## src/common/core_pkg.sv

```systemverilog
package core_pkg;

    localparam int XLEN = 32;
    localparam int REG_COUNT = 32;

    typedef logic [XLEN-1:0] word_t;
    typedef logic [4:0] reg_addr_t;

    // the decoder picks its immediate kind and operand sources with these.
    typedef logic [1:0] imm_kind_t;
    typedef logic [2:0] src_sel_t;

    typedef enum logic [3:0] {
        CMD_NOP  = 4'd0,
        CMD_ADD  = 4'd1,
        CMD_EQU  = 4'd2,
        CMD_HALT = 4'd3
    } exu_cmd_t;

    localparam logic [6:0] OP_IMM    = 7'b0010011;
    localparam logic [6:0] OP_LUI    = 7'b0110111;
    localparam logic [6:0] OP_AUIPC  = 7'b0010111;
    localparam logic [6:0] OP_SYSTEM = 7'b1110011;

    localparam logic [2:0] FUNCT3_ADDI = 3'b000;
    localparam word_t EBREAK_INST = 32'h0010_0073;

    localparam imm_kind_t IMM_N = 2'd0;
    localparam imm_kind_t IMM_I = 2'd1;
    localparam imm_kind_t IMM_U = 2'd2;

    localparam src_sel_t SRC_ZERO = 3'd0;
    localparam src_sel_t SRC_IMM  = 3'd1;
    localparam src_sel_t SRC_PC   = 3'd2;
    localparam src_sel_t SRC_RS1  = 3'd3;
    localparam src_sel_t SRC_RS2  = 3'd4;

    localparam word_t RESET_PC = 32'h8000_0000;

endpackage
```

## src/hdl/core_top.sv

```systemverilog
module core_top (
    input  logic                clk,
    input  logic                reset,
    input  core_pkg::word_t     inst,
    output core_pkg::word_t     pc,
    output logic                wb_en,
    output core_pkg::reg_addr_t wb_addr,
    output core_pkg::word_t     wb_data,
    output logic                halted
);
    import core_pkg::*;

    word_t     pc_w;
    reg_addr_t raddr1;
    reg_addr_t raddr2;
    word_t     rdata1;
    word_t     rdata2;
    word_t     src1;
    word_t     src2;
    reg_addr_t des;
    exu_cmd_t  cmd;
    logic      wb_en_w;
    reg_addr_t wb_addr_w;
    word_t     wb_data_w;
    logic      halted_w;

    ifu u_ifu (
        .clk    (clk),
        .reset  (reset),
        .halted (halted_w),
        .pc     (pc_w)
    );

    idu u_idu (
        .inst   (inst),
        .pc     (pc_w),
        .rdata1 (rdata1),
        .rdata2 (rdata2),
        .raddr1 (raddr1),
        .raddr2 (raddr2),
        .src1   (src1),
        .src2   (src2),
        .des    (des),
        .cmd    (cmd)
    );

    regfile u_regfile (
        .clk     (clk),
        .reset   (reset),
        .raddr1  (raddr1),
        .raddr2  (raddr2),
        .rdata1  (rdata1),
        .rdata2  (rdata2),
        .wb_en   (wb_en_w),
        .wb_addr (wb_addr_w),
        .wb_data (wb_data_w)
    );

    exu u_exu (
        .clk     (clk),
        .reset   (reset),
        .src1    (src1),
        .src2    (src2),
        .des     (des),
        .cmd     (cmd),
        .wb_en   (wb_en_w),
        .wb_addr (wb_addr_w),
        .wb_data (wb_data_w),
        .halted  (halted_w)
    );

    // the write-back strobe is exported as seen by the register file.
    assign pc      = pc_w;
    assign wb_en   = wb_en_w;
    assign wb_addr = wb_addr_w;
    assign wb_data = wb_data_w;
    assign halted  = halted_w;

endmodule

```

## src/hdl/exu.sv

```systemverilog
module exu (
    input  logic                clk,
    input  logic                reset,
    input  core_pkg::word_t     src1,
    input  core_pkg::word_t     src2,
    input  core_pkg::reg_addr_t des,
    input  core_pkg::exu_cmd_t  cmd,
    output logic                wb_en,
    output core_pkg::reg_addr_t wb_addr,
    output core_pkg::word_t     wb_data,
    output logic                halted
);
    import core_pkg::*;

    logic halted_q;
    logic writes_rd;

    always_comb begin
        case (cmd)
            CMD_ADD: wb_data = src1 + src2;
            CMD_EQU: wb_data = src1;
            default: wb_data = '0;
        endcase
    end

    assign writes_rd = (cmd == CMD_ADD) || (cmd == CMD_EQU);

    // once halted, nothing more reaches the register file.
    assign wb_en   = writes_rd && !halted_q;
    assign wb_addr = des;

    always_ff @(posedge clk) begin
        if (reset) begin
            halted_q <= 1'b0;
        end else if ((cmd == CMD_HALT) && !halted_q) begin
            halted_q <= 1'b1;
        end
    end

    assign halted = halted_q;

endmodule

```

## src/hdl/regfile.sv

```systemverilog
module regfile (
    input  logic                clk,
    input  logic                reset,
    input  core_pkg::reg_addr_t raddr1,
    input  core_pkg::reg_addr_t raddr2,
    output core_pkg::word_t     rdata1,
    output core_pkg::word_t     rdata2,
    input  logic                wb_en,
    input  core_pkg::reg_addr_t wb_addr,
    input  core_pkg::word_t     wb_data
);
    import core_pkg::*;

    word_t regs [REG_COUNT];

    always_ff @(posedge clk) begin
        if (reset) begin
            for (int i = 0; i < REG_COUNT; i++) begin
                regs[i] <= '0;
            end
        end else if (wb_en && (wb_addr != '0)) begin
            regs[wb_addr] <= wb_data;
        end
    end

    // x0 always reads as zero, whatever the array holds.
    assign rdata1 = (raddr1 == '0) ? '0 : regs[raddr1];
    assign rdata2 = (raddr2 == '0) ? '0 : regs[raddr2];

endmodule

```

## src/idu/idu.sv

```systemverilog
module idu (
    input  core_pkg::word_t     inst,
    input  core_pkg::word_t     pc,
    input  core_pkg::word_t     rdata1,
    input  core_pkg::word_t     rdata2,
    output core_pkg::reg_addr_t raddr1,
    output core_pkg::reg_addr_t raddr2,
    output core_pkg::word_t     src1,
    output core_pkg::word_t     src2,
    output core_pkg::reg_addr_t des,
    output core_pkg::exu_cmd_t  cmd
);
    import core_pkg::*;

    logic [6:0] opcode;
    logic [2:0] funct3;

    imm_kind_t imm_kind;
    src_sel_t  src1_sel;
    src_sel_t  src2_sel;
    logic      reg1_ren;
    logic      rd_wen;
    word_t     imm;

    function automatic word_t select_operand(
        input src_sel_t sel,
        input word_t    imm_val,
        input word_t    pc_val,
        input word_t    rs1_val,
        input word_t    rs2_val
    );
        word_t operand;
        case (sel)
            SRC_IMM: operand = imm_val;
            SRC_PC:  operand = pc_val;
            SRC_RS1: operand = rs1_val;
            SRC_RS2: operand = rs2_val;
            default: operand = '0;
        endcase
        return operand;
    endfunction

    assign opcode = inst[6:0];
    assign funct3 = inst[14:12];

    always_comb begin
        imm_kind = IMM_N;
        cmd      = CMD_NOP;
        src1_sel = SRC_ZERO;
        src2_sel = SRC_ZERO;
        rd_wen   = 1'b0;
        case (opcode)
            OP_IMM: begin
                // only addi is implemented; other funct3 values fall through as nop.
                if (funct3 == FUNCT3_ADDI) begin
                    imm_kind = IMM_I;
                    cmd      = CMD_ADD;
                    src1_sel = SRC_IMM;
                    src2_sel = SRC_RS1;
                    rd_wen   = 1'b1;
                end
            end
            OP_LUI: begin
                imm_kind = IMM_U;
                cmd      = CMD_EQU;
                src1_sel = SRC_IMM;
                rd_wen   = 1'b1;
            end
            OP_AUIPC: begin
                imm_kind = IMM_U;
                cmd      = CMD_ADD;
                src1_sel = SRC_PC;
                src2_sel = SRC_IMM;
                rd_wen   = 1'b1;
            end
            OP_SYSTEM: begin
                if (inst == EBREAK_INST) begin
                    cmd = CMD_HALT;
                end
            end
            default: begin
                cmd = CMD_NOP;
            end
        endcase
    end

    always_comb begin
        case (imm_kind)
            IMM_I:   imm = {{20{inst[31]}}, inst[31:20]};
            IMM_U:   imm = {inst[31:12], 12'b0};
            default: imm = '0;
        endcase
    end

    // a port is read only when some operand is taken from it.
    assign reg1_ren = (src1_sel == SRC_RS1) || (src2_sel == SRC_RS1);

    // no implemented instruction reads rs2, so the second port stays on x0.
    assign raddr1 = reg1_ren ? inst[19:15] : '0;
    assign raddr2 = '0;
    assign des    = rd_wen ? inst[11:7] : '0;

    assign src1 = select_operand(src1_sel, imm, pc, rdata1, rdata2);
    assign src2 = select_operand(src2_sel, imm, pc, rdata1, rdata2);

endmodule

```

## src/hdl/ifu.sv

```systemverilog
module ifu (
    input  logic            clk,
    input  logic            reset,
    input  logic            halted,
    output core_pkg::word_t pc
);
    import core_pkg::*;

    word_t pc_q;
    word_t pc_next;

    // sequential fetch only, so the next pc is always four ahead.
    assign pc_next = pc_q + word_t'(4);

    always_ff @(posedge clk) begin
        if (reset) begin
            pc_q <= RESET_PC;
        end else if (!halted) begin
            pc_q <= pc_next;
        end
    end

    assign pc = pc_q;

endmodule

```

## config.mk

```make
export PLATFORM = sky130hd
export DESIGN_NAME = core_top
export DESIGN_NICKNAME = d
export VERILOG_FILES = /design/src/common/core_pkg.sv /design/src/hdl/core_top.sv /design/src/hdl/exu.sv /design/src/hdl/regfile.sv /design/src/idu/idu.sv /design/src/hdl/ifu.sv
export SDC_FILE = /design/constraint.sdc
export NUM_CORES = 2
export LEC_CHECK = 0
export BUFFER_PORTS_ARGS = -buffer_cell sky130_fd_sc_hd__buf_2
export CORE_UTILIZATION = 35
export CTS_BUF_LIST = sky130_fd_sc_hd__clkbuf_8 sky130_fd_sc_hd__clkbuf_16
export DETAILED_ROUTE_END_ITERATION = 10
export MAX_ROUTING_LAYER = met4
export PLACE_DENSITY = 0.47
export RECOVER_POWER = 100
export SKIP_LAST_GASP = 1
export SYNTH_ARGS = -nofsm -noshare
export SYNTH_HDL_FRONTEND = slang
export SYNTH_SLANG_ARGS = --single-unit
```

## constraint.sdc

```tcl
create_clock -name clk -period 8.6 [get_ports clk]
set_input_delay 0.86 -clock clk [delete_from_list [all_inputs] [get_ports clk]]
set_output_delay 0.86 -clock clk [all_outputs]
set_load 0.02 [all_outputs]
```

; ---- Word level (Yosys, flattened, before mapping)
; Memories as Yosys holds them, arrays and structs flattened.
; Index checks and enable logic that the tools add are counted.
[word_totals]
in_bits = 34
mem_bits_rw = 1024
mem_count = 1
elab_cells = 58
regBits = 33
out_inout_bits = 71
[op_classes]
n_addsub = 2
reduce_logical = 11
muxes = 26
eq_ne = 16
[mem_list]
columns = memory, words, word_bits, rd, rd_clocked_by_memory_dff, wr, line
row1 = u_regfile.regs, 32, 32, 1, 0, 32, regfile.sv:14  ; word_t regs [REG_COUNT];
[op_table]
columns = op, n
row1 = one-hot mux 32 bit (3 select lines), 2
row2 = one-hot mux 32 bit (2 select lines), 2
row3 = 2-to-1 mux 32 bit, 2
row4 = adder 32 x 3 -> 32 bit (second input constant), 1
row5 = adder 32 bit, 1
row6 = equality test 32 x 21 -> 1 bit (second input constant), 1
row7 = OR reduction 32 bit, 1
row8 = one-hot mux 4 bit (4 select lines), 1
row9 = 2-to-1 mux 5 bit, 3
row10 = equality test 7 x 5 -> 1 bit (second input constant), 2
row11 = equality test 3 x 2 -> 1 bit (second input constant), 4
row12 = 2-to-1 mux 1 bit, 10
row13 = one-hot mux 3 bit (3 select lines), 1
row14 = equality test 4 x 2 -> 1 bit (second input constant), 2
row15 = equality test 7 x 6 -> 1 bit (second input constant), 1
row16 = equality test 7 bit (second input constant), 1
row17 = equality test 3 x 1 -> 1 bit (second input constant), 2
row18 = one-hot mux 3 bit (2 select lines), 1
row19 = logical NOT 5 bit, 1
row20 = nonzero test 5 bit, 1
row21 = equality test 4 x 1 -> 1 bit (second input constant), 1
row22 = 2-to-1 mux 2 bit, 2
row23 = one-hot mux 2 bit (2 select lines), 1
row24 = logical AND 1 bit, 3
row25 = other kinds (7), 8

; ---- Longest topological paths before layout
[logic_depth]
depth_word = 12
depth_mapped = 26

; ---- Hierarchy
; A second synthesis with hierarchy kept.
[hier_totals]
hier_cells = 4173
area_unflattened_um2 = 59071.7
[by_module_without_submodules]
columns = mod, area_per_inst_um2, cells_each, seq_area_each_um2, n_inst
row1 = regfile, 54253.3, 3502, 30749.5, 1
row2 = exu, 2175.8, 322, 20.0, 1
row3 = ifu, 1467.7, 166, 600.6, 1
row4 = idu, 1174.9, 183, 0.0, 1

; ---- Worst setup path before layout
; No wires, ideal clock.
[synth_timing]
path_type = input-to-output
from = in inst[12]
to = out wb_data[24]
stages = 22
arrival_time_ns = 6.378
path_slack_ns = 1.362
path_buffers = 4
required_time_ns = 7.740
path_cell_list = or4_1 > buf_2 > nor4_1 > buf_2 > buf_1 > mux2i_1 > o211ai_1 > o211ai_1 > o22ai_1 > a22o_1 > ha_1 > fa_1 > a211o_1 > a2111o_1 > a21oi_1 > o2111ai_1 > nand3_1 > a21oi_1 > or3_1 > a32oi_1 > clkbuf_1 > inv_1
[synth_via]
elab_chain_len = 11
[synth_lines]
columns = element, line
row1 = from (decl), core_top.sv:4  ; input core_pkg::word_t inst,
row2 = logical NOT 3 bit, idu.sv:55  ; if (funct3 == FUNCT3_ADDI) begin
row3 = 2-to-1 mux 1 bit or 2-to-1 mux 2 bit (tied branches), idu.sv:55
row4 = one-hot mux 3 bit (3 select lines) or one-hot mux 3 bit (2 select lines) (tied branches), idu.sv:52  ; case (opcode)
row5 = equality test 3 x 2 -> 1 bit, "idu.sv:33, idu.sv:96"
row6 = logical OR 1 bit, idu.sv:96  ; assign reg1_ren = (src1_sel == SRC_RS1) || (src2_sel == SRC_RS1);
row7 = 2-to-1 mux 5 bit, idu.sv:99  ; assign raddr1 = reg1_ren ? inst[19:15] : '0;
row8 = memory read (32 x 32 bit) or logical NOT 5 bit (tied branches), n/a
row9 = 2-to-1 mux 32 bit, regfile.sv:27  ; assign rdata1 = (raddr1 == '0) ? '0 : regs[raddr1];
row10 = one-hot mux 32 bit (3 select lines), idu.sv:33  ; case (sel)
row11 = adder 32 bit, exu.sv:20  ; CMD_ADD: wb_data = src1 + src2;
row12 = one-hot mux 32 bit (2 select lines) *, exu.sv:19  ; case (cmd)
row13 = to (decl), core_top.sv:8  ; output core_pkg::word_t wb_data,
; Every way passes the cells marked *; elsewhere a longest branch is shown, timed or not.

==> impl_metrics.env <==
export IMPL_io_buffer_count=102
export IMPL_ys_types=73
export IMPL_hpwlAfterDp_mm=124
export IMPL_antenna_found_initial=14
export IMPL_p_per_area_nw_per_um2=201
export IMPL_fin_crit_sh=1.00
export IMPL_critPathMostFrequentCell="clkbuf_1"
export IMPL_cp_cell_sequence="buf_2, and4b_1, clkbuf_1, nand3b_1, nor2_1, nor3_1, inv_1, ha_1, or3_1, nor4_1, nand2_1, clkbuf_1, nand2b_2, clkbuf_4"
export IMPL_area_delta_synth_final_pct=14.0
export IMPL_sw_frac_of_total=0.224
export IMPL_setup_viol=4
export IMPL_synth_edf_count=1024
export IMPL_post_cts_buffers=0
export IMPL_critPathMaxStageDelay_ns=2.50
export IMPL_finalHoldViolCount=0
export IMPL_place_inst=6264
export IMPL_grt_pass1_vias=34900
export IMPL_fin_ws_ns=-0.00177
export IMPL_synth_area_leader_cell="edfxtp_1"
export IMPL_final_nets=4579
export IMPL_tritoncts="built"
export IMPL_seqPwrFrac=0.518
export IMPL_cp_required_ns=8.97
export IMPL_first_pass_iters=5
export IMPL_critPathArrivalTime_ns=8.97
export IMPL_synth_avg_cell_area_um2=11.1
export IMPL_fin_hold_ws_ns=0.526
export IMPL_violations="capacitance limit, slew limit, setup timing"
export IMPL_regArea_um2=31400
export IMPL_worstSkewPairLatency_ns=0.76
export IMPL_comb_power_share=0.035
export IMPL_clkPwrFrac=0.447
export IMPL_path_clk_slew_ns=0.06
export IMPL_fp_dieH_um=377
export IMPL_leakage_nw=18.7
export IMPL_numCtsBuffers=117
export IMPL_start_kind="primary input"
export IMPL_clock_sinks=1055
export IMPL_post_dp_cell_area_um2=52800
export IMPL_wl_per_cell_um=30.5
export IMPL_synth_async_reset_ratio=0
export IMPL_fin_cells=6484
export IMPL_hold_class="register to register"
export IMPL_ys_ff_latch=1055
export IMPL_start_util=0.353
export IMPL_synth_top_cell_area_share=0.624
export IMPL_grt_overflow=0
export IMPL_drt_iter0_drc=3957
export IMPL_setup_tns_ns=-0.00515
export IMPL_fmax_mhz=116
export IMPL_postCtsHoldBufs=0
export IMPL_finalInstanceArea_um2=56200
export IMPL_peakVddDrop_uv=171
export IMPL_ant_nets=0
export IMPL_viasPerCell=5.72
export IMPL_syn_instance_count=4451
export IMPL_relSlewSlack=-1.20
export IMPL_p_int_mw=8.76
export IMPL_fin_total_pwr_mw=11.3
export IMPL_grt_start_max_net_pins=92
export IMPL_fin_skew_ns=0.0338
export IMPL_power_switching_mw=2.52
export IMPL_rsz0062_at_grt="false"
export IMPL_worst_pin_slew_ns=3.27
export IMPL_h_tree_depth=3
export IMPL_wl_mm=198
export IMPL_critPathKind="primary input to register"
export IMPL_rows=137
export IMPL_yosysWarningCount=0
export IMPL_multi_input_area_um2=16300
export IMPL_drv_slew=1588
export IMPL_ys_flop_type="edfxtp_1"
export IMPL_fp_dieW_um=377
export IMPL_core_area_um2=140000
export IMPL_post_route_drc_count=0
export IMPL_status="finished with violations"
export IMPL_via_count=37100
export IMPL_grt_pass1_wl_mm=275
export IMPL_cts_buffer_depth=3
export IMPL_cp_max_fo=33
export IMPL_ys_seq_area_frac=0.637
export IMPL_end_kind="register"
export IMPL_clock_root_buffer="clkbuf_16"
export IMPL_fillCellCount=13700
export IMPL_ioPinCount=105
export IMPL_slowest_stage="nor4_1"
export IMPL_synthTopCellsByArea="edfxtp_1, nor2_1, nand2_1, clkbuf_1, mux2i_1"
export IMPL_drive_gt1_frac=0.108
export IMPL_die_area_um2=142000
export IMPL_period_needed_ns=8.60
export IMPL_grt_usage=0.282
export IMPL_netlist_area_um2=49300
export IMPL_cap_violations=51
export IMPL_gp_congestion=0.990
==> flip-flops by register name, indices dropped and copies added (netlist names) <==
| name | flops |
|---|---|
| u_exu.halted | 1 |
| u_regfile.regs | 1024 |
| u_ifu.pc | 30 |
==> synth_stat cells, types with 8 or more instances <==
library cell / number
mux2_2: 24
o211ai_1: 78
xor2_1: 23
a211oi_1: 114
buf_1: 16
buf_2: 21
inv_1: 42
nor2_1: 1046
a21oi_1: 148
a21o_1: 18
clkbuf_1: 391
a22o_1: 28
a22oi_1: 85
ha_1: 37
mux2i_1: 99
a31oi_1: 75
and3_1: 22
o21ai_0: 85
and2_1: 65
o21a_1: 12
a311oi_1: 31
inv_2: 10
nor2_2: 29
o22ai_1: 27
o21ai_1: 18
nor4_1: 16
edfxtp_1: 1024
nand2b_1: 40
o311ai_1: 9
nand2_1: 409
nor3_1: 54
xnor2_1: 26
nand4_1: 8
or2_2: 16
a221oi_1: 104
dfxtp_1: 31
nand3_1: 53
nor2b_1: 29
==> power groups by stage <==
stage,clock network (mW),registers (mW),logic (mW)
after floorplan,0,5.93,0.204
after global placement,0,5.94,0.402
after detailed placement,0,5.95,0.403
after CTS,5.10,5.84,0.404
after global routing,5.29,5.86,0.417
final,5.04,5.85,0.397
==> placed cells by master, fill, tap and decap left out, types with 17 or more instances in the layout <==
master	n
edfxtp_1	1024
o21ai_0	85
o21ai_1	18
a211oi_1	114
a221oi_1	103
a22oi_1	82
nor2_1	1045
clkbuf_16	117
clkbuf_1	119
o22ai_1	27
dfxtp_1	31
clkinv_2	19
a21oi_1	148
nor3_1	54
a21o_1	17
a31oi_1	74
mux2_2	24
buf_4	132
clkbuf_2	29
a311oi_1	31
xor2_1	23
mux2i_1	99
nand2b_1	27
o211ai_1	78
ha_1	37
a22o_1	28
and2_1	61
nor2_2	27
nand2_1	406
buf_12	18
xnor2_1	26
nor2b_1	28
clkinv_1	28
nand3_1	53
conb_1	34
buf_2	37
and3_1	21
inv_1	67
==> area by class of cell <==
cell class                      count  area share
Tap cell                         1876      0.0418
Inverter                           53     0.00359
Timing Repair Buffer              338      0.0384
Antenna cell                        4    0.000178
Clock inverter                     93      0.0139
Clock buffer                      123      0.0536
Sequential cell                  1055       0.559
Multi-Input combinational cell   2942       0.290
==> metal layers <==
layer / GRT usage / up-vias / part of all wire / wire length, µm
li1: - / 16200 / - / -
met1: 0.389 / 19100 / 0.44 / 86400
met2: 0.424 / 1494 / 0.45 / 89100
met3: 0.0405 / 292 / 0.071 / 14100
met4: 0.0966 / 0 / 0.040 / 7990
met5: - / - / 0 / 0
==> through the flow <==
step | setup WS [ns] | utilization
floorplan | 1.36 | -
global placement | -0.129 | 0.379
detailed placement | -0.0431 | 0.379
CTS | 0.0446 | 0.406
global route | 0.00779 | 0.402
finish | -0.00177 | 0.403
==> timing repair <==
item	CTS	global route
resized for setup	1	3
endpoints found under the setup margin	1	4
cloned	0	0
==> worst max-delay path, delay by kind of cell <==
kind	cells	cell delay (ns)
adder cells (fa/ha/maj)	1	0.30
buffers and inverters	5	2.05
AND/OR/NAND/NOR	8	5.65
==> cell families (layout without fill, tap and decap cells) <==
group | count (synthesis) | count (layout) | share of synthesized area
AO/OA/AOI/OAI | 865 | 865 | 0.122
XOR/XNOR | 49 | 49 | 0.00871
adder cells (fa/ha/maj) | 38 | 38 | 0.00980
buffers and inverters | 487 | 607 | 0.0384
flip-flops | 1055 | 1055 | 0.637
multiplexers | 126 | 126 | 0.0270
other | 1 | 38 | 0.0000761
AND/OR/NAND/NOR | 1830 | 1830 | 0.158
==> worst paths after layout <==
| check | startpoint | endpoint | slack (ns) | depth (start not counted) |
|---|---|---|---|---|
| max | inst[3] | u_regfile.regs[8][0]$_SDFFCE_PN0P_ | -0.002 | 14 |
| min | u_ifu.pc[28]$_SDFFE_PP0N_ | u_ifu.pc[28]$_SDFFE_PP0N_ | 0.53 | 2 |
| max reg2reg | u_regfile.regs[13][5]$_SDFFCE_PN0P_ | u_regfile.regs[6][9]$_SDFFCE_PN0P_ | 1.65 | 17 |
| min reg2reg | u_ifu.pc[28]$_SDFFE_PP0N_ | u_ifu.pc[28]$_SDFFE_PP0N_ | 0.53 | 2 |
No activity file was read; power rests on OpenSTA's default activity.
